[src/hdl/rvv_settings.svh]
`ifndef RVV_SETTINGS_SVH
`define RVV_SETTINGS_SVH

// vector register geometry
`define RVV_VLEN 128
`define RVV_NREGS 32
`define RVV_XLEN 32

// major opcodes
`define RVV_OP_V 7'b1010111
`define RVV_OP_LOAD_FP 7'b0000111
`define RVV_OP_STORE_FP 7'b0100111

// funct6 of the move group and of vmv.x.s
`define RVV_F6_VMV 6'b010111
`define RVV_F6_VWXUNARY0 6'b010000

`endif

[src/hdl/rvv_pkg.sv]
`include "rvv_settings.svh"

package rvv_pkg;

	typedef logic [`RVV_VLEN-1:0] vreg_t; // one whole vector register

	// vsew encoding, anything above E32 is illegal here
	typedef enum logic [2:0] {
		E8  = 3'b000,
		E16 = 3'b001,
		E32 = 3'b010
	} sew_e;

	typedef enum logic [2:0] {
		M1       = 3'b000,
		M2       = 3'b001,
		M4       = 3'b010,
		M8       = 3'b011,
		RESERVED = 3'b100 // this and above: reserved or fractional
	} lmul_e;

	typedef struct packed {
		logic        vill;
		logic [22:0] reserved;
		logic        vma;
		logic        vta;
		logic [2:0]  vsew;
		logic [2:0]  vlmul;
	} vtype_t;

	// which unit an instruction goes to
	typedef enum logic [2:0] {
		NONE,
		CFG,
		LOAD,
		STORE,
		MOVE,
		MVXS
	} insn_class_e;

endpackage

[src/hdl/rvv_vcfg.sv]
`include "rvv_settings.svh"

module rvv_vcfg (
	input  logic           clk,
	input  logic           resetn,
	input  logic           start_i,
	input  logic [31:0]    insn_i,
	input  logic [31:0]    rs1_i,
	input  logic [31:0]    rs2_i,
	output logic           done_o,
	output logic [31:0]    vl_o,
	output rvv_pkg::sew_e  sew_o,
	output rvv_pkg::lmul_e lmul_o
);
	rvv_pkg::vtype_t vtype_q;
	rvv_pkg::vtype_t vtype_new;
	logic [31:0] vlmax;
	logic [31:0] avl;
	logic [31:0] vl_new;
	logic legal;

	wire is_vsetvl = insn_i[31:25] == 7'b1000000;
	wire is_vsetivli = insn_i[31:30] == 2'b11;
	wire [4:0] rs1_idx = insn_i[19:15]; // also the uimm of vsetivli
	wire [4:0] rd_idx = insn_i[11:7];

	always_comb begin
		// zimm low byte holds vma, vta, vsew and vlmul for both immediate forms
		vtype_new = is_vsetvl ? rs2_i : {24'b0, insn_i[27:20]};
		legal = !vtype_new.vill && vtype_new.vsew <= 3'(rvv_pkg::E32)
			&& vtype_new.vlmul < 3'(rvv_pkg::RESERVED);
		vlmax = (`RVV_VLEN >> (vtype_new.vsew + 3)) << vtype_new.vlmul;

		if (is_vsetivli)
			avl = {27'b0, rs1_idx};
		else if (rs1_idx != 5'd0)
			avl = rs1_i;
		else if (rd_idx != 5'd0)
			avl = '1; // ask for vlmax
		else
			avl = vl_o; // vtype change only

		vl_new = legal ? ((avl < vlmax) ? avl : vlmax) : 32'd0;
	end

	always_ff @(posedge clk) begin
		if (!resetn) begin
			vtype_q <= '{vill: 1'b1, default: '0};
			vl_o <= '0;
			done_o <= 1'b0;
		end else begin
			done_o <= start_i;
			if (start_i) begin
				vtype_q <= legal ? vtype_new : '{vill: 1'b1, default: '0};
				vl_o <= vl_new;
			end
		end
	end

	assign sew_o = rvv_pkg::sew_e'(vtype_q.vsew);
	assign lmul_o = rvv_pkg::lmul_e'(vtype_q.vlmul);
endmodule

[config.mk]
export PLATFORM = sky130hd
export DESIGN_NAME = rvv_vcfg
export DESIGN_NICKNAME = d
export VERILOG_FILES = /design/src/hdl/rvv_pkg.sv /design/src/hdl/rvv_vcfg.sv
export VERILOG_INCLUDE_DIRS = /design/src /design/src/hdl
export SDC_FILE = /design/constraint.sdc
export NUM_CORES = 1
export LEC_CHECK = 0
export BUFFER_PORTS_ARGS = -buffer_cell sky130_fd_sc_hd__buf_2
export CAP_MARGIN = 20
export CORE_MARGIN = 10
export CORE_UTILIZATION = 44
export DETAILED_ROUTE_END_ITERATION = 8
export GPL_TIMING_DRIVEN = 0
export PLACE_DENSITY_LB_ADDON = 0.2
export SLEW_MARGIN = 40
export SYNTH_ARGS = -nofsm -noshare
export SYNTH_HDL_FRONTEND = slang
export SYNTH_SLANG_ARGS = --single-unit
[constraint.sdc]
create_clock -name clk -period 4.9 [get_ports clk]
set_input_delay 0.98 -clock clk [delete_from_list [all_inputs] [get_ports clk]]
set_output_delay 0.98 -clock clk [all_outputs]
set_load 0.05 [all_outputs]
==> impl_metrics.env <==
export IMPL_start_util=0.461
export IMPL_ant_nets=0
export IMPL_synth_fp_nets=401
export IMPL_synth_edf_count=0
export IMPL_cts_hold_buf=0
export IMPL_hold_path_class="reg -> reg"
export IMPL_overflow=0
export IMPL_syn_instance_count=291
export IMPL_syn2layout_area_growth_pct=28.9
export IMPL_synth_area_leaders="dfxtp_1 33%, and2_1 8.3%, ha_1 5.7%"
export IMPL_cts_made_buffers=5
export IMPL_p_leak_nw=1.36
export IMPL_num_io_pins=138
export IMPL_drv_cap=0
export IMPL_critPathMaxFanout=10
export IMPL_grt_pass1_vias=2545
export IMPL_path_cells="buf_2, nor4b_1, clkbuf_2, a21boi_0, nor2_2, mux2i_1, a22oi_1, ha_1, nand3_1, a2111oi_1, o41ai_4, and2_1, buf_6, a32o_1"
export IMPL_timing_final_crit_share=0.940
export IMPL_drt_iter0_drc=111
export IMPL_post_cts_setup_buffers=0
export IMPL_cp_end_kind="flip-flop"
export IMPL_swShare=0.291
export IMPL_htree_levels=2
export IMPL_cts_tree="yes"
export IMPL_crit_slowest_cell="a2111oi_1"
export IMPL_yosys_top_cells_count="39 x dfxtp_1, 32 x and2_1, 23 x nor2_1"
export IMPL_status="completed"
export IMPL_yosysWarnings=0
export IMPL_synth_top_area_share=0.325
export IMPL_timing_final_hold_violations=0
export IMPL_cts_buffer_depth=2
export IMPL_viasPerCell=5.53
export IMPL_pwr_share_comb=0.197
export IMPL_clkPwrFrac=0.323
export IMPL_post_route_drc_count=0
export IMPL_arrival_ns=4.79
export IMPL_async_reset_ff_frac=0
export IMPL_switching_power_w=0.000194
export IMPL_rows=26
export IMPL_synth_simple_area_share=0.311
export IMPL_insertion_delay_ns=0.30
export IMPL_synth_most_common_cell="dfxtp_1"
export IMPL_io_buffer_count=102
export IMPL_drive_gt1_frac=0.312
export IMPL_via_count=2604
export IMPL_hpwl_um=6300
export IMPL_ys_ff_latch=39
export IMPL_slew_headroom=0.632
export IMPL_grt_pass1_wl_um=12100
export IMPL_max_clock_freq_mhz=217
export IMPL_die_width_um=93.9
export IMPL_period_minus_slack_ns=4.60
export IMPL_path_class="in -> reg"
export IMPL_setup_ws_ns=0.296
export IMPL_path_clk_slew_ns=0.08
export IMPL_internal_power_w=0.000471
export IMPL_synth_ff_type="dfxtp_1"
export IMPL_cp_required_ns=5.09
export IMPL_powerDensity_nw_per_um2=215
export IMPL_preCtsSetupSlack_ns=-0.452
export IMPL_wire_per_inst_um=16.1
export IMPL_synth_area_um2=2400
export IMPL_start_kind="input port"
export IMPL_pwr_share_seq=0.480
export IMPL_ys_seq_area_frac=0.325
export IMPL_synth_compound_area_frac=0.254
export IMPL_synth_top_area_cell="dfxtp_1"
export IMPL_ir_worst_vdd_mv=0.109
export IMPL_holdWs_ns=0.458
export IMPL_root_buffer="clkbuf_8"
export IMPL_synthMuxAreaShare=0.00834
export IMPL_die_h_um=93.9
export IMPL_core_area_um2=5200
export IMPL_wl_um=7580
export IMPL_synth_xor_xnor_area_share=0.00730
export IMPL_cp_top_family="compound AO/OA/AOI/OAI gates"
export IMPL_maxSlewViolCount=0
export IMPL_cts_num_sinks=39
export IMPL_nets=510
export IMPL_first_pass_iters=4
export IMPL_synth_cell_types=54
export IMPL_synth_top_family_by_area="simple AND/OR/NAND/NOR gates"
export IMPL_finalClockSkew_ns=0.00696
export IMPL_crit_buf_inv=3
export IMPL_slowest_delay_ns=0.55
export IMPL_n_antenna_cell=0
export IMPL_synth_adder_area_share=0.0573
export IMPL_dieArea_um2=8810
export IMPL_setup_viol=0
export IMPL_syn_area_per_cell_um2=8.25
export IMPL_tightest_slew_ns=0.550
export IMPL_grt_max_degree=13
export IMPL_grtUsageTotal=0.165
export IMPL_routabilityCongestion=0.860
export IMPL_antenna_found_initial=0
==> power by group through the flow <==
stage | combinational (W) | clock (W) | sequential, W
detailed placement | 0.000130 | 0 | 0.000327
global placement | 0.000128 | 0 | 0.000327
finish | 0.000131 | 0.000215 | 0.000319
global route | 0.000148 | 0.000227 | 0.000319
CTS | 0.000131 | 0.000216 | 0.000319
floorplan | 0.0000729 | 0 | 0.000332
==> metrics by stage <==
| step | total power [W] | std cells | instance area, µm² | utilization | setup TNS (ns) |
|---|---|---|---|---|---|
| 5_1_grt | 0.000695 | 471 | 3090 | 0.594 | -0.135 |
| 3_3_place_gp | 0.000454 | 463 | 3000 | 0.576 | -3.85 |
| 6_report | 0.000665 | 471 | 3090 | 0.594 | 0 |
| 3_5_place_dp | 0.000457 | 463 | 3000 | 0.576 | -4.74 |
| 4_1_cts | 0.000666 | 471 | 3090 | 0.593 | 0 |
| 2_1_floorplan | 0.000405 | 291 | 2400 | - | 0 |
==> per-layer routing <==
layer | track usage | wire (µm)
met4 | 0.0354 | 63
met3 | 0.0480 | 619
met1 | 0.203 | 3520
met5 | 0 | 0
met2 | 0.277 | 3370
==> area by class of cell <==
type	count	area (µm²)
fill	503	2110
multi-input combinational	232	1540
sequential	39	781
timing repair buffer	102	510
tap	70	87.6
buffer	16	76.3
clock buffer	6	72.6
inverter	4	15.0
clock inverter	2	12.5
==> path summary, 6_finish.rpt <==
kind,startpoint,end,slack (ns),cells past startpoint
hold reg to reg,lmul_o[2]$_SDFFE_PN0P_,lmul_o[2]$_SDFFE_PN0P_,0.46,1
setup reg to reg,vl_o[1]$_SDFFE_PN0P_,vl_o[11]$_SDFFE_PN0P_,2.23,10
setup / recovery,insn_i[30],vl_o[11]$_SDFFE_PN0P_,0.30,14
hold / removal,lmul_o[2]$_SDFFE_PN0P_,lmul_o[2]$_SDFFE_PN0P_,0.46,1
==> repair_timing <==
action,in CTS,in global routing
endpoints found under the hold margin,0,0
endpoints found under the setup margin,7,12
gates resized for setup,1,4
==> flip-flops by register name, summed over array words and instances, names as in the netlist <==
signal and count:
vl_o 32, lmul_o 3, sew_o 3, done_o 1
==> layout by cell type, fill, tap and decap left out, types with 4 or more instances in the layout <==
cell type / instances
nor4_1: 12
nand4_1: 8
o21ai_0: 14
clkbuf_1: 13
a32o_1: 6
nor3_1: 6
o31ai_1: 5
a41oi_1: 4
inv_1: 4
ha_1: 11
a21oi_1: 8
o22ai_1: 14
nand2_1: 22
nand3_1: 8
and2_1: 32
a211oi_1: 9
clkbuf_8: 5
buf_2: 102
nor2_1: 22
dfxtp_1: 39
==> cell families after synthesis <==
| kind of cell | after synthesis |
|---|---|
| AO/OA/AOI/OAI | 83 |
| XOR/XNOR | 2 |
| adder cells (fa/ha/maj) | 11 |
| buffers and inverters | 20 |
| flip-flops | 39 |
| multiplexers | 2 |
| AND/OR/NAND/NOR | 134 |
No activity file was read; power rests on OpenSTA's default activity.
