--- src/hdl/rvv_settings.svh ---
`ifndef RVV_SETTINGS_SVH
`define RVV_SETTINGS_SVH

// vector register geometry
`define RVV_VLEN 128
`define RVV_NREGS 32
`define RVV_XLEN 32

// major opcodes
`define RVV_OP_V 7'b1010111
`define RVV_OP_LOAD_FP 7'b0000111
`define RVV_OP_STORE_FP 7'b0100111

// funct6 of the move group and of vmv.x.s
`define RVV_F6_VMV 6'b010111
`define RVV_F6_VWXUNARY0 6'b010000

`endif

--- src/hdl/rvv_pkg.sv ---
`include "rvv_settings.svh"

package rvv_pkg;

	typedef logic [`RVV_VLEN-1:0] vreg_t; // one whole vector register

	// vsew encoding, anything above E32 is illegal here
	typedef enum logic [2:0] {
		E8  = 3'b000,
		E16 = 3'b001,
		E32 = 3'b010
	} sew_e;

	typedef enum logic [2:0] {
		M1       = 3'b000,
		M2       = 3'b001,
		M4       = 3'b010,
		M8       = 3'b011,
		RESERVED = 3'b100 // this and above: reserved or fractional
	} lmul_e;

	typedef struct packed {
		logic        vill;
		logic [22:0] reserved;
		logic        vma;
		logic        vta;
		logic [2:0]  vsew;
		logic [2:0]  vlmul;
	} vtype_t;

	// which unit an instruction goes to
	typedef enum logic [2:0] {
		NONE,
		CFG,
		LOAD,
		STORE,
		MOVE,
		MVXS
	} insn_class_e;

endpackage

--- src/hdl/rvv_dispatch.sv ---
`include "rvv_settings.svh"

module rvv_dispatch (
	input  logic                 clk,
	input  logic                 resetn,
	input  logic                 pcpi_valid_i,
	input  logic [31:0]          pcpi_insn_i,
	output logic                 pcpi_wr_o,
	output logic [`RVV_XLEN-1:0] pcpi_rd_o,
	output logic                 pcpi_wait_o,
	output logic                 pcpi_ready_o,
	output logic                 cfg_start_o,
	output logic                 lsu_start_o,
	output logic                 mv_start_o,
	input  logic                 cfg_done_i,
	input  logic                 lsu_done_i,
	input  logic                 mv_done_i,
	input  logic [`RVV_XLEN-1:0] cfg_rd_i,
	input  logic [`RVV_XLEN-1:0] mv_rd_i,
	output logic                 busy_lsu_o
);
	typedef enum logic [1:0] {IDLE, RUN, HOLD} state_e;

	state_e state;
	rvv_pkg::insn_class_e cls;
	rvv_pkg::insn_class_e cls_q; // class of the running job
	logic issue;
	logic unit_done;

	wire [6:0] opcode = pcpi_insn_i[6:0];
	wire [2:0] funct3 = pcpi_insn_i[14:12];
	wire [5:0] funct6 = pcpi_insn_i[31:26];
	wire       vm = pcpi_insn_i[25];

	// unit-stride, nf=0, unmasked, eew of 8/16/32
	wire mem_ok = funct6 == 6'b000000 && vm && pcpi_insn_i[24:20] == 5'd0
		&& (funct3 == 3'b000 || funct3 == 3'b101 || funct3 == 3'b110);

	always_comb begin
		cls = rvv_pkg::NONE;
		if (opcode == `RVV_OP_V) begin
			if (funct3 == 3'b111) begin
				if (!pcpi_insn_i[31] || pcpi_insn_i[31:30] == 2'b11
						|| pcpi_insn_i[31:25] == 7'b1000000)
					cls = rvv_pkg::CFG;
			end else if (funct6 == `RVV_F6_VMV && vm && pcpi_insn_i[24:20] == 5'd0
					&& (funct3 == 3'b000 || funct3 == 3'b100 || funct3 == 3'b011)) begin
				cls = rvv_pkg::MOVE;
			end else if (funct6 == `RVV_F6_VWXUNARY0 && vm && funct3 == 3'b010
					&& pcpi_insn_i[19:15] == 5'd0) begin
				cls = rvv_pkg::MVXS;
			end
		end else if (opcode == `RVV_OP_LOAD_FP && mem_ok) begin
			cls = rvv_pkg::LOAD;
		end else if (opcode == `RVV_OP_STORE_FP && mem_ok) begin
			cls = rvv_pkg::STORE;
		end
	end

	assign issue = state == IDLE && pcpi_valid_i && cls != rvv_pkg::NONE;
	assign cfg_start_o = issue && cls == rvv_pkg::CFG;
	assign lsu_start_o = issue && (cls == rvv_pkg::LOAD || cls == rvv_pkg::STORE);
	assign mv_start_o = issue && (cls == rvv_pkg::MOVE || cls == rvv_pkg::MVXS);
	assign busy_lsu_o = cls_q == rvv_pkg::LOAD || cls_q == rvv_pkg::STORE;

	always_comb begin
		case (cls_q)
			rvv_pkg::CFG:                 unit_done = cfg_done_i;
			rvv_pkg::LOAD, rvv_pkg::STORE: unit_done = lsu_done_i;
			rvv_pkg::MOVE, rvv_pkg::MVXS:  unit_done = mv_done_i;
			default:                      unit_done = 1'b0;
		endcase
	end

	always_ff @(posedge clk) begin
		if (!resetn) begin
			state <= IDLE;
			cls_q <= rvv_pkg::NONE;
			pcpi_wait_o <= 1'b0;
			pcpi_ready_o <= 1'b0;
			pcpi_wr_o <= 1'b0;
		end else begin
			pcpi_ready_o <= 1'b0;
			pcpi_wr_o <= 1'b0;
			case (state)
				IDLE: begin
					if (issue) begin
						state <= RUN;
						cls_q <= cls;
						pcpi_wait_o <= 1'b1;
					end
				end
				RUN: begin
					if (unit_done) begin
						state <= HOLD;
						pcpi_wait_o <= 1'b0;
						pcpi_ready_o <= 1'b1;
						pcpi_wr_o <= cls_q == rvv_pkg::CFG || cls_q == rvv_pkg::MVXS;
					end
				end
				default: begin
					if (!pcpi_valid_i)
						state <= IDLE; // core has let go of this instruction
				end
			endcase
		end
	end

	always_ff @(posedge clk) begin
		if (state == RUN && unit_done)
			pcpi_rd_o <= (cls_q == rvv_pkg::CFG) ? cfg_rd_i : mv_rd_i;
	end
endmodule

--- config.mk ---
export PLATFORM = sky130hd
export DESIGN_NAME = rvv_dispatch
export DESIGN_NICKNAME = d
export VERILOG_FILES = /design/src/hdl/rvv_pkg.sv /design/src/hdl/rvv_dispatch.sv
export VERILOG_INCLUDE_DIRS = /design/src /design/src/hdl
export SDC_FILE = /design/constraint.sdc
export NUM_CORES = 1
export LEC_CHECK = 0
export BUFFER_PORTS_ARGS = -buffer_cell sky130_fd_sc_hd__buf_2
export CAP_MARGIN = 10
export CELL_PAD_IN_SITES_DETAIL_PLACEMENT = 1
export CELL_PAD_IN_SITES_GLOBAL_PLACEMENT = 2
export CORE_ASPECT_RATIO = 1.2
export CORE_MARGIN = 2
export CORE_UTILIZATION = 24
export DETAILED_ROUTE_END_ITERATION = 8
export GPL_TIMING_DRIVEN = 0
export PLACE_DENSITY_LB_ADDON = 0.05
export SLEW_MARGIN = 30
export SYNTH_ARGS = -nofsm -noshare
export SYNTH_HDL_FRONTEND = slang
export SYNTH_SLANG_ARGS = --single-unit
export TNS_END_PERCENT = 30
--- constraint.sdc ---
create_clock -name clk -period 4.4 [get_ports clk]
set_input_delay 0 -clock clk [delete_from_list [all_inputs] [get_ports clk]]
set_output_delay 0 -clock clk [all_outputs]
set_load 0.005 [all_outputs]
==> impl_metrics.json <==
{
  "synthesis.area_um2": 2000,
  "cts_root_buf": "clkbuf_8",
  "syn_area_per_cell_um2": 13.4,
  "worstSetupPathType": "register to register",
  "layout.cells.non_filler": 425,
  "ios": 141,
  "worstPathMaxFanout": 10,
  "rsz0062_at_grt": "false",
  "power.leakage_uw": 0.00141,
  "post_synth_inst_count": 149,
  "clkTransAtPathRegs_ns": 0.09,
  "die-area_um2": 9090,
  "combPwrFrac_pct": 17.4,
  "grt_pass1_wl_mm": 9.29,
  "cts_buffers": 5,
  "clock.fmax_mhz": 416,
  "first_pass_iters": 3,
  "diodes": 0,
  "antenna_found_initial": 0,
  "switchingPower_uw": 186,
  "dp_slack_ns": 2.49,
  "globalplace.congestion": 0.717,
  "drtIter0Drc": 48,
  "worst-slew-pin-transition_ns": 0.524,
  "yosys_warnings": 0,
  "fillers": 931,
  "drc": 0,
  "grt_usage_pct": 12.9,
  "fp.dieW_um": 87.4,
  "cts_setup_buffers": 0,
  "syn_nets": 251,
  "initial_core_util_pct": 24.7,
  "timing.hold.ws_ns": 0.00828,
  "placed_cell_area_um2": 2850,
  "grt_pass1_vias": 2003,
  "post-route-period-util_pct": 54.6,
  "swShare_pct": 21.4,
  "power_density_nw_per_um2": 261,
  "tritoncts": "yes",
  "peakVddDrop_uv": 108,
  "yosysUniqueCellTypes": 37,
  "vias_per_cell": 4.52,
  "hold_buffers": 30,
  "fin_ws_ns": 2.00,
  "drive_above_1_share_pct": 56.4,
  "die_h_um": 104,
  "slew_violations": 0,
  "row_count": 36,
  "post_cts_resized": 0,
  "end_kind": "register",
  "cts_sinks": 40,
  "maxCapViolCount": 0,
  "synth_area_leader_cell": "edfxtp_1",
  "insertion_delay_ns": 0.29,
  "ys_ff_latch": 40,
  "core_area_um2": 8110,
  "arrival_ns": 2.46,
  "syn_to_final_growth_pct": 66.0,
  "p_seq_share_pct": 47.8,
  "synth_top_area_share_pct": 48.0,
  "synth_area_leaders": "edfxtp_1 48%, mux2_2 18%, dfxtp_1 8.0%, nor2_1 1.3%, nand2b_1 1.3%",
  "hp-class": "input port to register",
  "finalClockSkew_ns": 0.00926,
  "reg2reg_depth": 6,
  "start_kind": "register",
  "io_buffer_count": 134,
  "postLayoutCellArea_um2": 3320,
  "hold_depth": 2,
  "min_period_ns": 2.40,
  "worstPathRequired_ns": 4.45,
  "htreeDepth": 2,
  "slew_headroom_pct": 64.9,
  "ant_nets": 0,
  "vias": 1921,
  "grt-ovfl-total": 0,
  "outcome": "finished clean",
  "hpwl_mm": 4.76,
  "ys_seq_area_share_pct": 56.0,
  "setup_viol": 0,
  "p_int_uw": 681,
  "routed_wl_mm": 6.02,
  "nNetsFinal": 431,
  "multiInputGateArea_um2": 877,
  "dp_cells": 381,
  "grt_max_degree": 14,
  "regArea_um2": 1120,
  "hold_viol": 0,
  "wire_per_inst_um": 14.2,
  "clk_path_buf_depth": 2,
  "power_frac_clock_pct": 34.9
}
==> registers in the layout, summed over array words and instances, names as in the netlist <==
register,count
state,2
pcpi_wait_o,1
pcpi_rd_o,32
pcpi_wr_o,1
cls_q,3
pcpi_ready_o,1
==> placed cells by master (no fill, tap or decap), types with 5 or more instances in the layout <==
cell type and n:
nand2_1 6, mux2_2 32, dlygate4sd3_1 36, clkbuf_8 5, dfxtp_1 8, edfxtp_1 32
buf_2 137, nor2_1 7
==> power by group through the flow <==
| stage | clock network, µW | registers, µW | logic [µW] |
|---|---|---|---|
| after CTS | 317 | 414 | 147 |
| after floorplan | 0 | 422 | 59.9 |
| after global routing | 332 | 414 | 166 |
| final | 302 | 414 | 150 |
| after detailed placement | 0 | 423 | 117 |
| after global placement | 0 | 423 | 114 |
==> final timing paths <==
check	start	endpoint	slack, ns
max	cls_q[1]	pcpi_rd_o[18]	2.00
min	cfg_rd_i[11]	pcpi_rd_o[11]	0.008
max reg2reg	cls_q[1]	pcpi_rd_o[18]	2.00
min reg2reg	cls_q[0]	pcpi_wr_o	0.52
==> cell usage after synthesis (all sizes together) <==
master	n
a211oi	2
a21oi	4
a221o	2
a221oi	2
a31o	1
a31oi	1
and2	2
and3	3
and3b	2
and4b	2
buf	3
clkbuf	1
dfxtp	8
edfxtp	32
inv	2
mux2	32
nand2	6
nand2b	4
nand3	3
nand3b	1
nand4	5
nor2	7
nor2b	4
nor3	1
nor3b	3
nor4	3
nor4b	1
o211a	1
o211ai	2
o21ai	4
o31a	1
or3	3
xnor2	1
==> critical path, stage by stage, from the launching register on <==
cell,delay [ns]
dfxtp_1,0.36
inv_1,0.14
nand2_1,0.09
nor2_1,0.32
buf_2,0.33
mux2_2,0.37
dlygate4sd3_1,0.56
==> metrics by stage <==
| step | setup TNS, ns | total power, µW | util [%] |
|---|---|---|---|
| floorplan | 0 | 482 | - |
| global placement | -34.68 | 536 | 34.4 |
| detailed placement | 0 | 540 | 35.1 |
| CTS | 0 | 878 | 40.2 |
| global route | 0 | 912 | 41.0 |
| finish | 0 | 866 | 41.0 |
==> metal layers <==
layer  routed length [µm]  track usage (%)
met1                 2400             14.6
met2                 3080             23.4
met3                  465             3.17
met4                   69             3.63
met5                    0                0
==> final cells by class <==
cell class / count / share of cell area, %
timing repair buffer: 173 / 32.2
clock buffer: 5 / 2.07
buffer: 4 / 0.565
sequential: 40 / 33.7
inverter: 2 / 0.226
clock inverter: 3 / 1.28
multi-input combinational: 103 / 26.4
tap: 95 / 3.58
==> logic make-up after synthesis <==
family,share of synthesized area [%]
simple gates,16.9
flops,56.0
mux,18.0
compound gates,7.37
buf+inv,1.31
xor+xnor,0.438
(Power assumes the default switching activity.)
