[config.mk]
export PLATFORM = sky130hd
export DESIGN_NAME = rvv_lsu
export DESIGN_NICKNAME = d
export VERILOG_FILES = /design/src/hdl/rvv_pkg.sv /design/src/hdl/rvv_lsu.sv
export VERILOG_INCLUDE_DIRS = /design/src /design/src/hdl
export SDC_FILE = /design/constraint.sdc
export NUM_CORES = 1
export LEC_CHECK = 0
export BUFFER_PORTS_ARGS = -buffer_cell sky130_fd_sc_hd__buf_2
export CAP_MARGIN = 5
export CORE_MARGIN = 3
export CORE_UTILIZATION = 25
export CTS_CLUSTER_DIAMETER = 80
export DETAILED_ROUTE_END_ITERATION = 6
export GPL_TIMING_DRIVEN = 0
export PLACE_DENSITY = 0.47
export REMOVE_ABC_BUFFERS = 1
export SLEW_MARGIN = 20
export SYNTH_ARGS = -nofsm -noshare
export SYNTH_HDL_FRONTEND = slang
export SYNTH_SLANG_ARGS = --single-unit
[constraint.sdc]
create_clock -name clk -period 9.6 [get_ports clk]
set_input_delay 0.48 -clock clk [delete_from_list [all_inputs] [get_ports clk]]
set_output_delay 0.48 -clock clk [all_outputs]
set_load 0.05 [all_outputs]
[src/hdl/rvv_settings.svh]
`ifndef RVV_SETTINGS_SVH
`define RVV_SETTINGS_SVH

// vector register geometry
`define RVV_VLEN 128
`define RVV_NREGS 32
`define RVV_XLEN 32

// major opcodes
`define RVV_OP_V 7'b1010111
`define RVV_OP_LOAD_FP 7'b0000111
`define RVV_OP_STORE_FP 7'b0100111

// funct6 of the move group and of vmv.x.s
`define RVV_F6_VMV 6'b010111
`define RVV_F6_VWXUNARY0 6'b010000

`endif

[src/hdl/rvv_pkg.sv]
`include "rvv_settings.svh"

package rvv_pkg;

	typedef logic [`RVV_VLEN-1:0] vreg_t; // one whole vector register

	// vsew encoding, anything above E32 is illegal here
	typedef enum logic [2:0] {
		E8  = 3'b000,
		E16 = 3'b001,
		E32 = 3'b010
	} sew_e;

	typedef enum logic [2:0] {
		M1       = 3'b000,
		M2       = 3'b001,
		M4       = 3'b010,
		M8       = 3'b011,
		RESERVED = 3'b100 // this and above: reserved or fractional
	} lmul_e;

	typedef struct packed {
		logic        vill;
		logic [22:0] reserved;
		logic        vma;
		logic        vta;
		logic [2:0]  vsew;
		logic [2:0]  vlmul;
	} vtype_t;

	// which unit an instruction goes to
	typedef enum logic [2:0] {
		NONE,
		CFG,
		LOAD,
		STORE,
		MOVE,
		MVXS
	} insn_class_e;

endpackage

[src/hdl/rvv_lsu.sv]
`include "rvv_settings.svh"

module rvv_lsu (
	input  logic           clk,
	input  logic           resetn,
	input  logic           start_i,
	input  logic [31:0]    insn_i,
	input  logic [31:0]    base_i,
	input  logic [31:0]    vl_i,
	input  rvv_pkg::sew_e  sew_i,
	input  rvv_pkg::lmul_e lmul_i,
	output logic           done_o,
	output logic [4:0]     raddr_o,
	input  rvv_pkg::vreg_t rdata_i,
	output logic           we_o,
	output logic [4:0]     waddr_o,
	output rvv_pkg::vreg_t wdata_o,
	output logic           mem_valid_o,
	output logic           mem_we_o,
	output logic [31:0]    mem_addr_o,
	output logic [31:0]    mem_wdata_o,
	output logic [3:0]     mem_strb_o,
	input  logic [31:0]    mem_rdata_i,
	input  logic           mem_done_i
);
	localparam int VLENB_LOG = $clog2(`RVV_VLEN / 8);

	logic                 active;  // element walk in progress
	logic                 zero_q;  // vl=0 job
	logic [31:0]          idx;     // element index
	logic [31:0]          boff;    // byte offset from base
	logic [4:0]           reg_off; // register within the group
	logic [VLENB_LOG-1:0] bsel;    // first byte of the element in its register
	logic [2:0]           ebytes;
	logic [1:0]           lane;
	logic [31:0]          elem_st;
	logic [31:0]          elem_ld;
	logic                 last;
	logic                 hs_done;

	assign mem_we_o = insn_i[5]; // STORE-FP differs from LOAD-FP in bit 5
	assign ebytes = 3'd1 << sew_i;
	assign boff = idx << sew_i;
	assign reg_off = boff[VLENB_LOG +: 5] & ((5'd1 << lmul_i) - 5'd1);
	assign bsel = boff[VLENB_LOG-1:0];
	assign last = idx == vl_i - 32'd1;
	assign hs_done = mem_valid_o && mem_done_i;

	// vd for loads, vs3 for stores, same field
	assign raddr_o = insn_i[11:7] + reg_off;
	assign waddr_o = raddr_o;

	// elements are naturally aligned, so one beat always covers one element
	assign mem_addr_o = base_i + boff;
	assign lane = mem_addr_o[1:0];
	assign mem_strb_o = 4'((5'd1 << ebytes) - 5'd1) << lane;

	assign elem_st = 32'(rdata_i >> (bsel * 8));
	assign mem_wdata_o = elem_st << (lane * 8);

	// read-modify-write of the current register
	assign elem_ld = mem_rdata_i >> (lane * 8);
	always_comb begin
		wdata_o = rdata_i;
		for (int k = 0; k < 4; k++) begin
			if (k < ebytes)
				wdata_o[(bsel + k) * 8 +: 8] = elem_ld[k * 8 +: 8];
		end
	end

	assign we_o = hs_done && !mem_we_o;
	assign done_o = zero_q || (hs_done && last);

	always_ff @(posedge clk) begin
		if (!resetn) begin
			active <= 1'b0;
			mem_valid_o <= 1'b0;
			zero_q <= 1'b0;
			idx <= '0;
		end else begin
			zero_q <= start_i && vl_i == 32'd0;
			if (start_i) begin
				idx <= '0;
				active <= vl_i != 32'd0;
				mem_valid_o <= vl_i != 32'd0;
			end else if (mem_valid_o) begin
				if (mem_done_i) begin
					mem_valid_o <= 1'b0; // one idle cycle between requests
					if (last)
						active <= 1'b0;
					else
						idx <= idx + 32'd1;
				end
			end else if (active) begin
				mem_valid_o <= 1'b1;
			end
		end
	end
endmodule

==> results.json, run 1 <==
{
  "core_region_area_mm2": 0.05574,
  "vias": 19390,
  "clock-sinks": 35,
  "ios": 476,
  "drtIter0Drc": 2231,
  "fin_util_pct": 31.27,
  "pwr-share-clk_pct": 18.0,
  "finalHoldViolCount": 0,
  "slowest_stage": "fa_4",
  "cap_violations": 0,
  "synth-edff-count": 0,
  "period_minus_slack_ns": 8.436,
  "h-tree-depth": 2,
  "multiInputGateArea_mm2": 0.01275,
  "finalNetCount": 2808,
  "p_comb_share_pct": 69.7,
  "syn_area_per_cell_um2": 6.534,
  "pwr-share-seq_pct": 12.3,
  "cts_tree": "built",
  "power_switching_mw": 0.6768,
  "fp.dieH_um": 244.5,
  "worstSkewPairLatency_ns": 0.28,
  "cts_resized": 0,
  "synthArstFlopShare_pct": 0,
  "worstPathMaxFanout": 53,
  "postLayoutSetupSlackWorst_ns": 1.164,
  "clock_path_buffers": 2,
  "ys.warnings.count": 0,
  "power.static_leakage_nw": 7.903,
  "grt_pass1_wl_um": 125900,
  "start_util_pct": 25.52,
  "synth_area_mm2": 0.01422,
  "max_stage_delay_ns": 1.24,
  "antenna_found_initial": 16,
  "dr.pass1.iters": 7,
  "hp-class": "in2reg",
  "setup_viol": 0,
  "vias_per_cell": 5.974,
  "clk_pin_slew_ns": 0.06,
  "place_ws_ns": 1.533,
  "rsz0062_at_grt": "false",
  "ys_seq_area_share_pct": 4.926,
  "fin_worst_skew_ns": 0.005559,
  "swShare_pct": 56.60,
  "synthFlopType": "dfxtp_1",
  "cp.required_ns": 9.12,
  "wl_um": 89070,
  "slew_viol_final": 0,
  "cp-start-kind": "primary input",
  "nFillCells": 6245,
  "place_inst": 3228,
  "place_area_mm2": 0.01721,
  "netlist-cell-type-count": 86,
  "grt_util_all_layers_pct": 27.94,
  "root_buffer": "clkbuf_16",
  "layout-drive-gt1-share_pct": 25.12,
  "die_w_um": 244.5,
  "crit_chain": "buf_2 > or4b_4 > inv_2 > ha_4 > inv_1 > fa_4 > inv_2 > nor2_1 > nand3_1 > nor2_2 > nand2_1 > a21oi_1 > buf_2",
  "max_slew_margin_pct": 14.52,
  "gr-total-overflow": 0,
  "layout.cells.non_filler": 3245,
  "syn_inst": 2177,
  "grt_pass1_vias": 17940,
  "syn_to_final_growth_pct": 22.53,
  "p_int_mw": 0.5190,
  "status": "finished, final reports clean",
  "crit_type": "in2out",
  "seqCellArea_um2": 700.7,
  "arrival_ns": 7.96,
  "place_hpwl_um": 69710,
  "wl_per_cell_um": 27.45,
  "io_buffers": 449,
  "die_area_mm2": 0.05979,
  "peakVddDrop_mv": 0.06836,
  "gp_congestion": 0.9964,
  "max_freq_mhz": 118.5,
  "ant_nets": 0,
  "drc_errors": 0,
  "crit_path_end_kind": "output port",
  "hold_buffers": 0,
  "power_density_mw_per_mm2": 68.62,
  "synth-seq-cells": 35,
  "hold_ws_ns": 0.4549,
  "cts_inserted_buffers": 5,
  "postCtsSetupBuffers": 0,
  "fin_crit_sh_pct": 87.87,
  "row_count": 86,
  "fin_area_mm2": 0.01743,
  "tightest_slew_ns": 1.278,
  "grt_max_degree": 74
}
synthesized netlist by cell type (12+ instances only):
master	n	area, µm²
o21a_1	12	90.09
or4_1	20	150.1
dfxtp_1	35	700.7
or2_2	14	87.58
nand2_1	327	1227
nor2_1	244	915.9
a311oi_1	20	175.2
xor2_1	21	183.9
xnor2_1	69	604.3
nor2b_1	13	81.33
a31oi_1	29	181.4
a221oi_1	20	175.2
inv_1	39	146.4
nand2b_1	13	81.33
mux2i_1	183	1832
o22ai_1	17	106.4
o211ai_1	34	255.2
and2_1	18	112.6
a211oi_1	88	660.6
a21oi_1	189	945.9
clkbuf_1	127	476.7
buf_1	29	108.9
nand4_1	21	131.4
and3_1	16	100.1
ha_1	53	663.1
mux4_2	29	653.1
a21o_1	24	180.2
or3_1	21	131.4
nor3_1	45	225.2
mux2_2	48	540.5
o21ai_0	130	650.6
nand3_1	77	385.4
power by group through the flow:
stage	Sequential [mW]	Clock [mW]	Combinational, mW
floorplan	0.151	0	0.522
global placement	0.150	0	0.812
detailed placement	0.150	0	0.818
CTS	0.147	0.217	0.821
global route	0.147	0.224	0.872
finish	0.147	0.215	0.834
layout by cell type, fill, tap and decap left out, types with 24 or more instances in the layout:
cell type and n:
nor3_1 41, inv_1 36, nand2_1 327, a21oi_1 189, a21o_1 24, a211oi_1 88
a31oi_1 28, mux4_2 29, dfxtp_1 35, o211ai_1 34, o21ai_0 129, buf_2 449
mux2_2 48, nand3_1 77, ha_1 52, nor2_1 233, xnor2_1 69, mux2i_1 183
state kept, by name, summed over array words and instances (netlist names):
name,cells
active,1
idx,32
mem_valid_o,1
zero_q,1
cell families after synthesis:
logic type,after synthesis,synth area share [%]
and+or+nand+nor,878,28.46
AOI/OAI and AO/OA,638,28.47
muxes,262,21.43
buffers and inverters,219,6.237
xor gates and xnor gates,90,5.542
adders and majority gates,55,4.944
DFF,35,4.926
routing by layer:
metal,part of all wire [%],GRT usage (%),vias to the layer above
met5,0.15,0,-
met4,5.2,12.07,22
met3,11,7.346,262
met2,44,44.26,1261
met1,40,35.70,9149
li1,-,-,8693
per-stage QoR:
step / setup TNS, ns / power [mW]
6_report: 0 / 1.196
5_1_grt: 0 / 1.242
4_1_cts: 0 / 1.185
3_5_place_dp: 0 / 0.9685
3_3_place_gp: -1747.39 / 0.9624
2_1_floorplan: -154.29 / 0.6725
final cells by class:
class / instances / area share, %
Multi-Input combinational cell: 1923 / 73.14
Inverter: 45 / 1.019
Clock buffer: 5 / 0.7179
Timing Repair Buffer: 477 / 15.21
Tap cell: 748 / 5.370
Sequential cell: 35 / 4.020
Clock inverter: 3 / 0.3877
Antenna cell: 9 / 0.1292
path summary, 6_finish.rpt:
check	from	to	slack [ns]	cells past startpoint
setup / recovery	sew_i[0]	wdata_o[84]	1.16	13
hold / removal	start_i	zero_q	0.45	3
setup reg to reg	idx[3]	idx[31]	5.85	8
hold reg to reg	idx[25]	idx[25]	0.56	2
critical path, delay by kind of cell:
family	cells	cell delay (ns)
AO/OA/AOI/OAI	1	0.38
adder cells (fa/ha/maj)	2	1.47
buffers and inverters	5	2.14
AND/OR/NAND/NOR	5	3.30
(Power assumes the default switching activity.)
==> run 2: changes to the inputs <==
Settings changed: ABC_AREA from default to 1, GPL_ROUTABILITY_DRIVEN from default to 0.
==> results.json, run 2 <==
{
  "dr.pass1.iters": 6,
  "fp.dieH_um": 260.0,
  "multiInputGateArea_mm2": 0.01341,
  "start_util_pct": 25.43,
  "fin_util_pct": 30.27,
  "syn_inst": 3231,
  "arrival_ns": 6.29,
  "synthArstFlopShare_pct": 0,
  "ys_seq_area_share_pct": 4.343,
  "vias": 23200,
  "hold_ws_ns": 0.4380,
  "cts_inserted_buffers": 5,
  "ant_nets": 0,
  "place_ws_ns": 2.839,
  "power_switching_mw": 0.8160,
  "clk_pin_slew_ns": 0.06,
  "layout-drive-gt1-share_pct": 16.64,
  "power_density_mw_per_mm2": 67.53,
  "rrSetupSlack_ns": 6.68,
  "largest_reg_flops": 32,
  "r2r_cells": 13,
  "timing.setup.tns_ns": 0,
  "cp.required_ns": 9.12,
  "core_region_area_mm2": 0.06343,
  "cap_violations": 0,
  "r2r-end": "idx[31]",
  "power_mw": 1.296,
  "grt_util_all_layers_pct": 26.45,
  "row_count": 92,
  "hp-class": "in2reg",
  "synth.top_cell.area_share_pct": 22.94,
  "grt_pass1_vias": 21100,
  "fin_crit_sh_pct": 70.54,
  "drtIter0Drc": 2766,
  "grt_pass1_wl_um": 135100,
  "syn_to_final_growth_pct": 18.99,
  "period_minus_slack_ns": 6.772,
  "yosysTopAreaCell": "nand2_1",
  "die_area_mm2": 0.06761,
  "max_slew_margin_pct": 21.29,
  "cp-start-kind": "primary input",
  "worstPathMaxFanout": 72,
  "finalNetCount": 3843,
  "power.static_leakage_nw": 9.328,
  "syn_area_per_cell_um2": 4.993,
  "seqCellArea_um2": 700.7,
  "rsz0062_at_grt": "false",
  "top_register": "idx",
  "synth_area_mm2": 0.01613,
  "vias_per_cell": 5.300,
  "ys.warnings.count": 0,
  "finalHoldViolCount": 0,
  "gr-total-overflow": 0,
  "postCtsSetupBuffers": 0,
  "status": "finished, final reports clean",
  "synth_common_cells": "nand2_1 (986), o21ai_0 (367), nor2_1 (332)",
  "yosysMostFrequentCell": "nand2_1",
  "layout_common_cells": "nand2_1 (985), buf_2 (449), o21ai_0 (365)",
  "crit_path_start": "sew_i[2]",
  "crit_end": "wdata_o[79]",
  "wl_per_cell_um": 21.70,
  "tightest_slew_ns": 1.173,
  "grt_max_degree": 109,
  "die_w_um": 260.0,
  "place_hpwl_um": 77480,
  "pwr-share-clk_pct": 12.8,
  "hold_buffers": 0,
  "antenna_found_initial": 19,
  "cts_resized": 0,
  "synth_area_leaders": "nand2_1 (23%), o21ai_0 (11%), nand3_1 (7.7%)",
  "postLayoutSetupSlackWorst_ns": 2.828,
  "final_common_cell": "nand2_1",
  "synthFlopType": "dfxtp_1",
  "nFillCells": 7574,
  "clock_path_buffers": 2,
  "h-tree-depth": 2,
  "p_comb_share_pct": 75.8,
  "cts_tree": "built",
  "pwr-share-seq_pct": 11.3,
  "ios": 476,
  "crit_path_end_kind": "output port",
  "root_buffer": "clkbuf_16",
  "wl_um": 95000,
  "netlist-cell-type-count": 58,
  "synth-edff-count": 0,
  "swShare_pct": 62.95,
  "peakVddDrop_mv": 0.05425,
  "slew_viol_final": 0,
  "p_int_mw": 0.4803,
  "io_buffers": 449,
  "timing.rr.start": "idx[12]",
  "crit_type": "in2out",
  "drc_errors": 0,
  "synth-seq-cells": 35,
  "clock-sinks": 35,
  "fin_worst_skew_ns": 0.003634,
  "setup_viol": 0,
  "worstSkewPairLatency_ns": 0.29,
  "max_freq_mhz": 147.7
}
## run 2: critical path, cell delays in order
cell and delay, ns:
buf_2 0.32, nor2_1 0.73, nand2_8 0.39, inv_4 0.78, ha_4 0.24, inv_1 0.05
fa_4 0.77, inv_4 0.51, a21oi_1 0.09, a22oi_1 0.21, inv_1 0.10, nor2_1 0.34
nor2_1 0.09, nor3_1 0.61, buf_2 0.39
## run 2: kinds of logic after synthesis
logic type | synth area share (%)
AND/OR/NAND/NOR | 46.41
AO/OA/AOI/OAI | 26.03
buffers and inverters | 13.00
XOR/XNOR | 4.561
adder cells (fa/ha/maj) | 4.359
flip-flops | 4.343
multiplexers | 1.303
## run 2: stage by stage
stage	instances	instance area, µm²
2_1_floorplan	3052	15330
3_3_place_gp	4347	18640
3_5_place_dp	4361	19020
4_1_cts	4368	19160
5_1_grt	4369	19170
6_report	4378	19200
## run 2: per-layer routing
metal | global-route usage (%) | wire, µm | part of all wire [%] | vias up
met5 | 0 | 122 | 0.13 | -
met4 | 13.94 | 5879 | 6.2 | 18
met3 | 4.966 | 9577 | 10 | 249
li1 | - | - | - | 11270
met1 | 33.69 | 37880 | 40 | 10390
met2 | 42.19 | 41540 | 44 | 1271
## run 2: layout make-up
class                      count  area share, %
sequential                    35          3.650
timing repair buffer         463          13.31
antenna                       10         0.1304
clock buffer                   6         0.7235
tap                          846          5.514
multi-input combinational   2673          69.86
clock inverter                 1        0.02607
inverter                     344          6.785
## run 2: worst min-delay path by stage
stage | from | endpoint | slack (ns) | depth (start not counted)
finish | start_i | zero_q | 0.44 | 3
global route | start_i | zero_q | 0.44 | 3
CTS | start_i | zero_q | 0.44 | 3
detailed placement | active | active | 0.46 | 2
global placement | active | active | 0.46 | 2
floorplan | active | active | 0.44 | 2
## run 2: power groups by stage
stage	Clock, mW	Combinational [mW]	Sequential [mW]
2_1_floorplan	0	0.625	0.151
3_3_place_gp	0	0.963	0.150
3_5_place_dp	0	0.970	0.150
4_1_cts	0.169	0.973	0.147
5_1_grt	0.175	1.04	0.147
6_report	0.167	0.983	0.147
