## config.mk

```make
export PLATFORM = sky130hd
export DESIGN_NAME = rvv_vmove
export DESIGN_NICKNAME = d
export VERILOG_FILES = /design/src/hdl/rvv_pkg.sv /design/src/hdl/rvv_vmove.sv
export VERILOG_INCLUDE_DIRS = /design/src /design/src/hdl
export SDC_FILE = /design/constraint.sdc
export NUM_CORES = 1
export LEC_CHECK = 0
export ABC_AREA = 1
export BUFFER_PORTS_ARGS = -buffer_cell sky130_fd_sc_hd__buf_2
export CORE_AREA = 5 5 209 211
export DETAILED_ROUTE_END_ITERATION = 12
export DIE_AREA = 0 0 214 216
export GPL_ROUTABILITY_DRIVEN = 0
export GPL_TIMING_DRIVEN = 0
export PLACE_DENSITY_LB_ADDON = 0.1
export REMOVE_ABC_BUFFERS = 1
export SLEW_MARGIN = 10
export SYNTH_ARGS = -nofsm -noshare
export SYNTH_HDL_FRONTEND = slang
export SYNTH_SLANG_ARGS = --single-unit
```

## constraint.sdc

```tcl
create_clock -name clk -period 10.3 [get_ports clk]
set_input_delay 1.545 -clock clk [delete_from_list [all_inputs] [get_ports clk]]
set_output_delay 1.545 -clock clk [all_outputs]
set_load 0.01 [all_outputs]
```

## src/hdl/rvv_settings.svh

```systemverilog
`ifndef RVV_SETTINGS_SVH
`define RVV_SETTINGS_SVH

// vector register geometry
`define RVV_VLEN 128
`define RVV_NREGS 32
`define RVV_XLEN 32

// major opcodes
`define RVV_OP_V 7'b1010111
`define RVV_OP_LOAD_FP 7'b0000111
`define RVV_OP_STORE_FP 7'b0100111

// funct6 of the move group and of vmv.x.s
`define RVV_F6_VMV 6'b010111
`define RVV_F6_VWXUNARY0 6'b010000

`endif

```

## src/hdl/rvv_pkg.sv

```systemverilog
`include "rvv_settings.svh"

package rvv_pkg;

	typedef logic [`RVV_VLEN-1:0] vreg_t; // one whole vector register

	// vsew encoding, anything above E32 is illegal here
	typedef enum logic [2:0] {
		E8  = 3'b000,
		E16 = 3'b001,
		E32 = 3'b010
	} sew_e;

	typedef enum logic [2:0] {
		M1       = 3'b000,
		M2       = 3'b001,
		M4       = 3'b010,
		M8       = 3'b011,
		RESERVED = 3'b100 // this and above: reserved or fractional
	} lmul_e;

	typedef struct packed {
		logic        vill;
		logic [22:0] reserved;
		logic        vma;
		logic        vta;
		logic [2:0]  vsew;
		logic [2:0]  vlmul;
	} vtype_t;

	// which unit an instruction goes to
	typedef enum logic [2:0] {
		NONE,
		CFG,
		LOAD,
		STORE,
		MOVE,
		MVXS
	} insn_class_e;

endpackage

```

## src/hdl/rvv_vmove.sv

```systemverilog
`include "rvv_settings.svh"

module rvv_vmove (
	input  logic                 clk,
	input  logic                 resetn,
	input  logic                 start_i,
	input  logic [31:0]          insn_i,
	input  logic [31:0]          rs1_i,
	input  logic [31:0]          vl_i,
	input  rvv_pkg::sew_e        sew_i,
	input  rvv_pkg::lmul_e       lmul_i,
	output logic                 done_o,
	output logic [`RVV_XLEN-1:0] rd_o,
	output logic [4:0]           raddr_a_o,
	output logic [4:0]           raddr_b_o,
	input  rvv_pkg::vreg_t       rdata_a_i,
	input  rvv_pkg::vreg_t       rdata_b_i,
	output logic                 we_o,
	output logic [4:0]           waddr_o,
	output rvv_pkg::vreg_t       wdata_o
);
	localparam int VLENB = `RVV_VLEN / 8;
	localparam int VLENB_LOG = $clog2(VLENB);

	logic           active;    // vmv.v.* walk
	logic           xs_q;      // vmv.x.s result cycle
	logic [4:0]     r_q;
	logic [4:0]     grp_off;
	logic [31:0]    rem_bytes; // bytes below vl from this register on
	logic [31:0]    scalar;
	logic           last;
	rvv_pkg::vreg_t src;

	wire [2:0] funct3 = insn_i[14:12];
	wire [4:0] vd = insn_i[11:7];
	wire       is_xs = funct3 == 3'b010;

	assign grp_off = r_q & ((5'd1 << lmul_i) - 5'd1);
	assign rem_bytes = (vl_i << sew_i) - (32'(r_q) << VLENB_LOG);
	assign last = rem_bytes <= 32'(VLENB);

	assign raddr_a_o = insn_i[19:15] + grp_off; // vs1 group
	assign raddr_b_o = is_xs ? insn_i[24:20] : vd + grp_off;
	assign waddr_o = vd + grp_off;
	assign we_o = active;
	assign done_o = xs_q || (active && last);

	// simm5 for .vi, rs1 for .vx
	assign scalar = (funct3 == 3'b011) ? {{27{insn_i[19]}}, insn_i[19:15]} : rs1_i;

	always_comb begin
		case (sew_i)
			rvv_pkg::E8:  src = {(VLENB){scalar[7:0]}};
			rvv_pkg::E16: src = {(VLENB / 2){scalar[15:0]}};
			default:      src = {(VLENB / 4){scalar}};
		endcase
		if (funct3 == 3'b000)
			src = rdata_a_i; // vmv.v.v
		// tail bytes keep the old vd
		for (int b = 0; b < VLENB; b++)
			wdata_o[b * 8 +: 8] = (b < rem_bytes) ? src[b * 8 +: 8] : rdata_b_i[b * 8 +: 8];
	end

	always_comb begin
		case (sew_i)
			rvv_pkg::E8:  rd_o = {{24{rdata_b_i[7]}}, rdata_b_i[7:0]};
			rvv_pkg::E16: rd_o = {{16{rdata_b_i[15]}}, rdata_b_i[15:0]};
			default:      rd_o = rdata_b_i[31:0];
		endcase
	end

	always_ff @(posedge clk) begin
		if (!resetn) begin
			active <= 1'b0;
			xs_q <= 1'b0;
			r_q <= '0;
		end else begin
			xs_q <= start_i && is_xs;
			if (start_i) begin
				active <= !is_xs;
				r_q <= '0;
			end else if (active) begin
				if (last)
					active <= 1'b0;
				else
					r_q <= r_q + 5'd1;
			end
		end
	end
endmodule

```

==> impl_metrics.yaml, run 1 <==
logic_synthesis:
  synth_area_per_cell_um2: 4.92
  ys_warn_count: 0
  syn_area_um2: 7290
  synthTopCellsByArea: "nand2_1 (27%), nand3_1 (16%), inv_1 (10%)"
  synth_edf_count: 0
  ys.flop_type: "dfxtp_1"
  synth_top_area_share_pct: 27.4
  synth_cell_types: 43
  synthCells: 1483
  synth_sequential_area_ratio_pct: 1.92
  async_flop_share_pct: 0
  synth_most_common_cell: "nand2_1"
  netlist_top_cells_count: "nand2_1 (533), nand3_1 (240), inv_1 (197)"
  yosys_register_bits: 7
  synth.largest_area_cell: "nand2_1"
clock_tree:
  cts_sinks: 7
  cts_setup_buffers: 0
  holdBufCountCts: 0
  clock_latency_ns: 0.23
  clk_pin_slew_ns: 0.04
  cts-resized-gates: 0
  cts_made_buffers: 3
  cts_root_buf: "clkbuf_16"
  clk_path_buf_depth: 2
  cts_tree: "done"
  h-tree-depth: 1
sta:
  worst_pin_slew_ns: 1.20
  clock.fmax_ghz: 0.122
  period_minus_slack_ns: 8.23
  finalHoldViolCount: 0
  report.final.slew_viol_count: 0
  min_period_over_period_pct: 79.9
  max_slew_margin_pct: 19.9
  setup_viol: 0
  rsz0062_at_grt: "false"
  hold-worst-slack_ns: 0.468
  finClkSkew_ns: 0.00399
  setup_ws_ns: 2.07
setup_path:
  critPathLaunch: "sew_i[0]"
  critPathRequiredTime_ns: 8.76
  timing.rr.end: "r_q[4]"
  arrival_ns: 6.69
  critical_path_class: "input port to primary output"
  path_max_fanout: 36
  crit_path_end: "wdata_o[50]"
  reg2regPathDepth: 15
  end_kind: "primary output"
  startpoint_type: "input port"
  rrSetupSlack_ns: 6.97
  worstReg2RegStart: "r_q[2]"
hold_path:
  hold_path.class: "register to register"
global_route:
  gr-total-overflow: 0
  antenna_found_initial: 5
  grt_pass1_vias: 11217
  grt_pass1_wl_um: 69800
  grt_start_max_net_pins: 68
  grt_use_total_pct: 19.2
placed_design:
  dp_slack_ns: 2.06
  dp.cells: 2461
  hpwl_um: 40700
  io_buffers: 523
final_layout:
  post-route-util_pct: 24.8
  layout.nets: 2305
  layoutNonFillerInstCount: 2466
  syn2layout_area_growth_pct: 41.6
  drive_gt1_share_pct: 33.2
drt:
  dr.pass1.iters: 5
  post-route-drc-count: 0
  wl_per_cell_um: 19.2
  drtIter0Drc: 657
  routed_wl_um: 47300
  viasPerCell: 4.51
  num_vias: 11111
  ant_nets: 0
floorplanning:
  die-area_um2: 46200
  die_w_um: 214
  die_h_um: 216
  placeableCoreArea_um2: 41600
  rows: 75
  initial_core_util_pct: 17.5
  ioPinCount: 538
power:
  total_leakage_power_nw: 6.12
  pwr_density_cell_nw_per_um2: 59.1
  vdd_drop_max_uv: 36.7
  p_total_mw: 0.610
job:
  max_cap_violations: 0
outcome:
  status: "complete, no violations"
==> where the power goes <==
| group | total (mW) | switching [mW] | internal [mW] |
|---|---|---|---|
| logic | 0.514 | 0.321 | 0.192 |
| clock network | 0.0665 | 0.0150 | 0.0515 |
| registers | 0.0292 | 0.00132 | 0.0278 |
| total | 0.610 | 0.338 | 0.272 |
==> layout by cell type (no fill, tap or decap), types with 7 or more instances in the layout <==
cell type / Yosys / layout
nand2_1: 533 / 533
buf_2: 11 / 523
nand3_1: 240 / 240
inv_1: 197 / 196
o21ai_0: 117 / 116
nor2_1: 71 / 70
o21ai_2: 64 / 64
o21ai_1: 29 / 30
a21oi_1: 27 / 27
nor3_1: 14 / 14
ha_1: 14 / 14
xor2_1: 11 / 11
nand3_2: 10 / 10
nand3_4: 8 / 8
o221ai_1: 8 / 8
dfxtp_1: 7 / 7
==> through the flow <==
stage / setup TNS, ns / area (um2)
detailed placement: 0 / 10200
floorplan: 0 / 6800
CTS: 0 / 10300
finish: 0 / 10300
global route: 0 / 10300
global placement: -549.43 / 10100
==> state kept, by name (all words and copies together) (netlist names) <==
register and cells:
r_q 5, we_o 1, xs_q 1
==> cells by family after synthesis <==
| kind of cell | after synthesis | synth area share, % |
|---|---|---|
| AO/OA/AOI/OAI | 256 | 21.7 |
| XOR/XNOR | 14 | 1.68 |
| adder cells (fa/ha/maj) | 17 | 3.23 |
| buffers and inverters | 292 | 17.2 |
| flip-flops | 7 | 1.92 |
| multiplexers | 4 | 0.618 |
| AND/OR/NAND/NOR | 893 | 53.6 |
==> metal layers <==
| metal | share of wire [%] | GRT usage, % | routed length, um | vias to the layer above |
|---|---|---|---|---|
| li1 | - | - | - | 5649 |
| met1 | 43 | 24.0 | 20500 | 5074 |
| met2 | 50 | 35.7 | 23800 | 360 |
| met3 | 5.7 | 3.43 | 2720 | 22 |
| met4 | 0.75 | 1.78 | 356 | 6 |
| met5 | 0.087 | 0 | 41 | - |
==> worst max-delay path: stages <==
cell,delay (ns)
buf_2,0.52
inv_4,0.28
a21boi_0,0.45
o21ai_0,0.20
nand2_1,0.10
o21ai_0,0.12
ha_1,0.38
nand2_1,0.10
o21ai_0,0.08
nor2_1,0.31
nand3_1,0.18
nor2_2,0.27
nand3_1,0.16
nand2_1,0.10
nand3_2,0.13
nor2_8,0.45
nand3_1,0.70
o21ai_1,0.37
buf_2,0.18
==> final cells by class <==
cell class                      instances  area, um2
Tap cell                              539        674
Timing Repair Buffer                  529       2750
Sequential cell                         7        140
Multi-Input combinational cell       1184       5910
Inverter                              202        767
Fill cell                            5016      31300
Clock buffer                            4       78.8
Antenna cell                            1       2.50
==> worst min-delay path by stage <==
stage,from,endpoint,slack (ns),depth (start not counted)
after floorplan,r_q[4],r_q[4],0.44,2
after global placement,r_q[4],r_q[4],0.45,2
after detailed placement,r_q[4],r_q[4],0.46,2
after CTS,r_q[4],r_q[4],0.46,2
after global routing,r_q[4],r_q[4],0.49,2
final,r_q[4],r_q[4],0.47,2
Note: power is estimated with default switching activity, not from simulation.
==> run 2: changes to the inputs <==
- CORE_AREA: 5 5 209 211 -> 5 5 203 205
- DIE_AREA: 0 0 214 216 -> 0 0 208 210
- clock period: 10.3 -> 7.65 ns (I/O delays scaled with it)
==> run 2 against run 1 <==
- clock-buffer cell count unchanged
- largest power group unchanged
- critical endpoint is now wdata_o[18]
- global-route usage rose by 0.90 points
- sequential power is 34% higher
- highest routed layer unchanged
- wire length is 0.45% higher
- via count fell by 0.40%
- combinational power grew 36%
- non-clock buffer count did not move
==> impl_metrics.yaml, run 2 (synthesized netlist as in run 1, its figures left out) <==
outcome:
  status: "complete, no violations"
drt:
  viasPerCell: 4.50
  highest_layer: "met5"
  wl_met3_um: 2640
  ant_nets: 0
  num_vias: 11067
  post-route-drc-count: 0
  wl_per_cell_um: 19.3
  dr.pass1.iters: 6
  drt-met1-wl_um: 20000
  drtIter0Drc: 711
  wl_met2_um: 24200
  routed_wl_um: 47500
power:
  switchingPower_mw: 0.459
  vdd_drop_max_uv: 47.0
  pwr-share-comb_pct: 84.6
  p_int_mw: 0.367
  netSwitchingFraction_pct: 55.6
  seqPwrFrac_pct: 4.7
  total_leakage_power_nw: 6.13
  pwr_density_cell_nw_per_um2: 79.8
  clock_power_share_pct: 10.7
floorplanning:
  initial_core_util_pct: 18.6
  ioPinCount: 538
  die_w_um: 208
  die-area_um2: 43700
  die_h_um: 210
  rows: 73
  placeableCoreArea_um2: 39300
sta:
  min_period_over_period_pct: 93.9
  report.final.slew_viol_count: 0
  worst_pin_slew_ns: 1.20
  clock.fmax_ghz: 0.139
  rsz0062_at_grt: "true"
  setup_ws_ns: 0.463
  setup_viol: 0
  finClkSkew_ns: 0.000426
  finalSetupTns_ns: 0
  max_slew_margin_pct: 19.8
  finalHoldViolCount: 0
  period_minus_slack_ns: 7.19
global_route:
  antenna_found_initial: 11
  grt_pass1_vias: 11087
  grt_start_max_net_pins: 89
  grt_use_total_pct: 20.1
  grt_pass1_wl_um: 68900
  gr-total-overflow: 0
final_layout:
  drive_gt1_share_pct: 33.3
  final_common_cell: "nand2_1"
  multi_input_area_um2: 5930
  ff_latch_area_um2: 140
  largest_reg_flops: 5
  final_cell_mix: "nand2_1 (533), buf_2 (522), nand3_1 (239), inv_1 (196), o21ai_0 (115)"
  largest_register: "r_q"
  post-route-util_pct: 26.3
  nFillCells: 4781
  syn2layout_area_growth_pct: 41.9
  layout.nets: 2305
clock_tree:
  cts_made_buffers: 3
  h-tree-depth: 1
  cts_tree: "done"
  cts_root_buf: "clkbuf_16"
  clk_path_buf_depth: 2
  holdBufCountCts: 0
  cts_sinks: 7
  clock_latency_ns: 0.23
  clk_pin_slew_ns: 0.04
hold_path:
  hold_path.class: "register to register"
  min_from: "r_q[4]"
placed_design:
  io_buffers: 523
  hpwl_um: 40900
  dp_slack_ns: 0.0440
setup_path:
  cpPeakStageDelay_ns: 0.47
  critPathRequiredTime_ns: 6.50
  path_max_fanout: 31
  crit_top_cell: "nand2_1"
  arrival_ns: 6.04
  end_kind: "primary output"
  critical_path_class: "input port to primary output"
  cp_slowest_cell: "o21ai_0"
  critPathLaunch: "sew_i[1]"
  crit_family: "simple AND/OR/NAND/NOR gates"
  startpoint_type: "input port"
  crit_chain: "buf_2, inv_2, nand2_1, o21ai_0, nand2_1, o21ai_0, ha_1, a21oi_1, o21ai_0, nor2_1, nand3_1, nor2_2, nand3_1, nand2_1, nand2_1, nor3_1, nand2_1, clkinv_2, nand3_2, o21ai_0, buf_2"
  worstReg2RegStart: "r_q[2]"
  cp.buffers_inverters: 4
job:
  max_cap_violations: 0
## run 2: tightest hold or removal path, cell delays in order (launching register included)
cell,delay (ns)
dfxtp_1,0.30
nand2_1,0.06
a21oi_1,0.06
## run 2: path summary, 6_finish.rpt
path / to / slack, ns / cells past startpoint
worst max-delay path: wdata_o[18] / 0.46 / 21
worst min-delay path: r_q[4] / 0.46 / 2
worst min register to register: r_q[4] / 0.46 / 2
worst max register to register: r_q[4] / 4.30 / 15
## run 2: cell type report
cell class | count | share of cell area, %
Inverter | 202 | 7.41
Clock buffer | 4 | 0.762
Timing Repair Buffer | 529 | 26.7
Sequential cell | 7 | 1.35
Antenna cell | 7 | 0.169
Multi-Input combinational cell | 1184 | 57.3
Tap cell | 525 | 6.35
## run 2: timing repair
item | 4_1_cts | 5_1_grt
setup buffers | 0 | 0
endpoints found under the setup margin | 0 | 50
hold endpoints to repair | 0 | 0
resized for setup | 0 | 5
## run 2: per-stage QoR
| step | instance area, um2 | power, mW | cells | hold WS (ns) |
|---|---|---|---|---|
| after detailed placement | 10200 | 0.744 | 2447 | 0.458 |
| after CTS | 10300 | 0.837 | 2451 | 0.463 |
| after global placement | 10100 | 0.740 | 2441 | 0.453 |
| after global routing | 10300 | 0.911 | 2456 | 0.499 |
| final | 10300 | 0.826 | 2458 | 0.464 |
| after floorplan | 6800 | 0.409 | 1393 | 0.440 |
## run 2: layer usage
| metal | track usage (%) | up-vias |
|---|---|---|
| met2 | 37.5 | 363 |
| li1 | - | 5655 |
| met5 | 0 | - |
| met1 | 24.8 | 5011 |
| met3 | 3.36 | 32 |
| met4 | 3.08 | 6 |
## run 2: power groups by stage
stage | logic, mW | clock network (mW) | registers (mW)
6_report | 0.699 | 0.0885 | 0.0391
5_1_grt | 0.780 | 0.0915 | 0.0394
3_3_place_gp | 0.701 | 0 | 0.0397
2_1_floorplan | 0.369 | 0 | 0.0394
3_5_place_dp | 0.705 | 0 | 0.0397
4_1_cts | 0.708 | 0.0902 | 0.0392
==> run 3: changes to the inputs <==
- CTS_BUF_LIST: not set -> sky130_fd_sc_hd__clkbuf_4 sky130_fd_sc_hd__clkbuf_8
==> run 3 against run 2 <==
- sequential cell count stayed put
- global-route usage is essentially flat
- critical endpoint is now wdata_o[50]
- total power decreased by 4.1%
- largest power group unchanged
- wire length decreased by 0.19%
==> impl_metrics.yaml, run 3 (synthesized netlist as in run 1, its figures left out) <==
setup_path:
  cp_slowest_cell: "nor2_8"
  cpPeakStageDelay_ns: 0.48
  startpoint_type: "input port"
  critical_path_class: "input port to primary output"
  crit_chain: "buf_2, inv_2, nand2_1, o21ai_0, nand2_1, o21ai_0, ha_1, a21oi_1, o21ai_0, nor2_1, nand3_1, nor2_2, nand3_1, nand2_1, nand3_2, nor2_8, nand3_2, o21ai_1, buf_2"
  arrival_ns: 5.99
  critPathRequiredTime_ns: 6.50
  path_max_fanout: 31
  end_kind: "primary output"
power:
  seqPwrFrac_pct: 4.9
  pwr_density_cell_nw_per_um2: 76.9
  total_leakage_power_nw: 6.12
  pwr-share-comb_pct: 88.1
  p_int_mw: 0.337
  clock_power_share_pct: 7.0
  p_total_mw: 0.792
  vdd_drop_max_uv: 47.1
  switchingPower_mw: 0.455
  netSwitchingFraction_pct: 57.5
sta:
  worst_pin_slew_ns: 1.22
  min_period_over_period_pct: 93.3
  period_minus_slack_ns: 7.14
  report.final.slew_viol_count: 0
  max_slew_margin_pct: 18.9
  setup_viol: 0
  rsz0062_at_grt: "true"
  clock.fmax_ghz: 0.140
  hold-worst-slack_ns: 0.465
  finalSetupTns_ns: 0
  finClkSkew_ns: 0.00134
  setup_ws_ns: 0.510
  finalHoldViolCount: 0
floorplanning:
  die_h_um: 210
  die-area_um2: 43700
  die_w_um: 208
  placeableCoreArea_um2: 39300
  ioPinCount: 538
  rows: 73
  initial_core_util_pct: 18.6
global_route:
  grt_start_max_net_pins: 89
  grt_use_total_pct: 20.1
  grt_pass1_wl_um: 69300
  gr-total-overflow: 0
  grt_pass1_vias: 11091
  antenna_found_initial: 6
clock_tree:
  clock_latency_ns: 0.22
  cts_setup_buffers: 0
  cts_tree: "done"
  h-tree-depth: 1
  cts_sinks: 7
  clk_pin_slew_ns: 0.04
  cts_root_buf: "clkbuf_8"
  cts_made_buffers: 3
  clk_path_buf_depth: 2
placed_design:
  dpl-instance-area_um2: 10200
  io_buffers: 523
  hpwl_um: 40900
  dp_slack_ns: 0.0440
  dp.cells: 2447
final_layout:
  drive_gt1_share_pct: 33.3
  layoutNonFillerInstCount: 2454
  fin_area_um2: 10300
  syn2layout_area_growth_pct: 41.4
  final_common_cell: "nand2_1"
  layout.nets: 2305
  largest_register: "r_q"
  post-route-util_pct: 26.2
  largest_reg_flops: 5
  final_cell_mix: "nand2_1 (533), buf_2 (522), nand3_1 (239), inv_1 (196), o21ai_0 (115)"
drt:
  routed_wl_um: 47500
  dr.pass1.iters: 5
  ant_nets: 0
  viasPerCell: 4.50
  wl_per_cell_um: 19.3
  post-route-drc-count: 0
  num_vias: 11037
  drtIter0Drc: 643
hold_path:
  hold_path.class: "register to register"
job:
  max_cap_violations: 0
outcome:
  status: "complete, no violations"
==> run 3: cell types whose count changed in the layout (fill, tap and decap cells not counted) <==
cell       previous run  this run
clkbuf_16             3         0
clkbuf_1              1         0
diode_2               7         3
clkbuf_8              0         3
clkbuf_4              1         2
==> run 3: layout make-up <==
cell class	instances	area, um2
Fill cell	4782	29000
Multi-Input combinational cell	1184	5930
Timing Repair Buffer	529	2760
Inverter	202	767
Tap cell	525	657
Sequential cell	7	140
Clock buffer	4	48.8
Antenna cell	3	7.51
==> run 3: routing by layer <==
layer  part of all wire (%)  track usage, %  wire, um  up-vias
met5                  0.030               0        14        -
li1                       -               -         -     5651
met3                    5.7            3.21      2690       16
met4                   0.77            2.17       366        4
met1                     42            24.9     19900     5016
met2                     52            37.9     24500      350
==> run 3: critical path: cells and delay by family <==
kind | cells | cell delay, ns
and+or+nand+nor | 10 | 2.36
buffers and inverters | 3 | 1.04
AOI/OAI and AO/OA | 5 | 0.99
adders and majority gates | 1 | 0.39
==> run 3: path summary, 6_finish.rpt <==
path / slack, ns / depth (start not counted) / to / start
worst max register to register: 4.31 / 15 / r_q[4] / r_q[2]
worst min-delay path: 0.46 / 2 / r_q[4] / r_q[4]
worst min register to register: 0.46 / 2 / r_q[4] / r_q[4]
worst max-delay path: 0.51 / 19 / wdata_o[50] / sew_i[1]
==> run 3: repair_timing <==
item | 4_1_cts | 5_1_grt
endpoints found under the setup margin | 0 | 50
resized for setup | 0 | 5
hold buffers | 0 | 0
==> run 3: power groups by stage <==
stage                     clock network (mW)  logic, mW  registers, mW
after floorplan                            0      0.369         0.0394
after global placement                     0      0.701         0.0397
after detailed placement                   0      0.705         0.0397
after CTS                             0.0576      0.708         0.0391
after global routing                  0.0579      0.780         0.0393
final                                 0.0551      0.698         0.0391
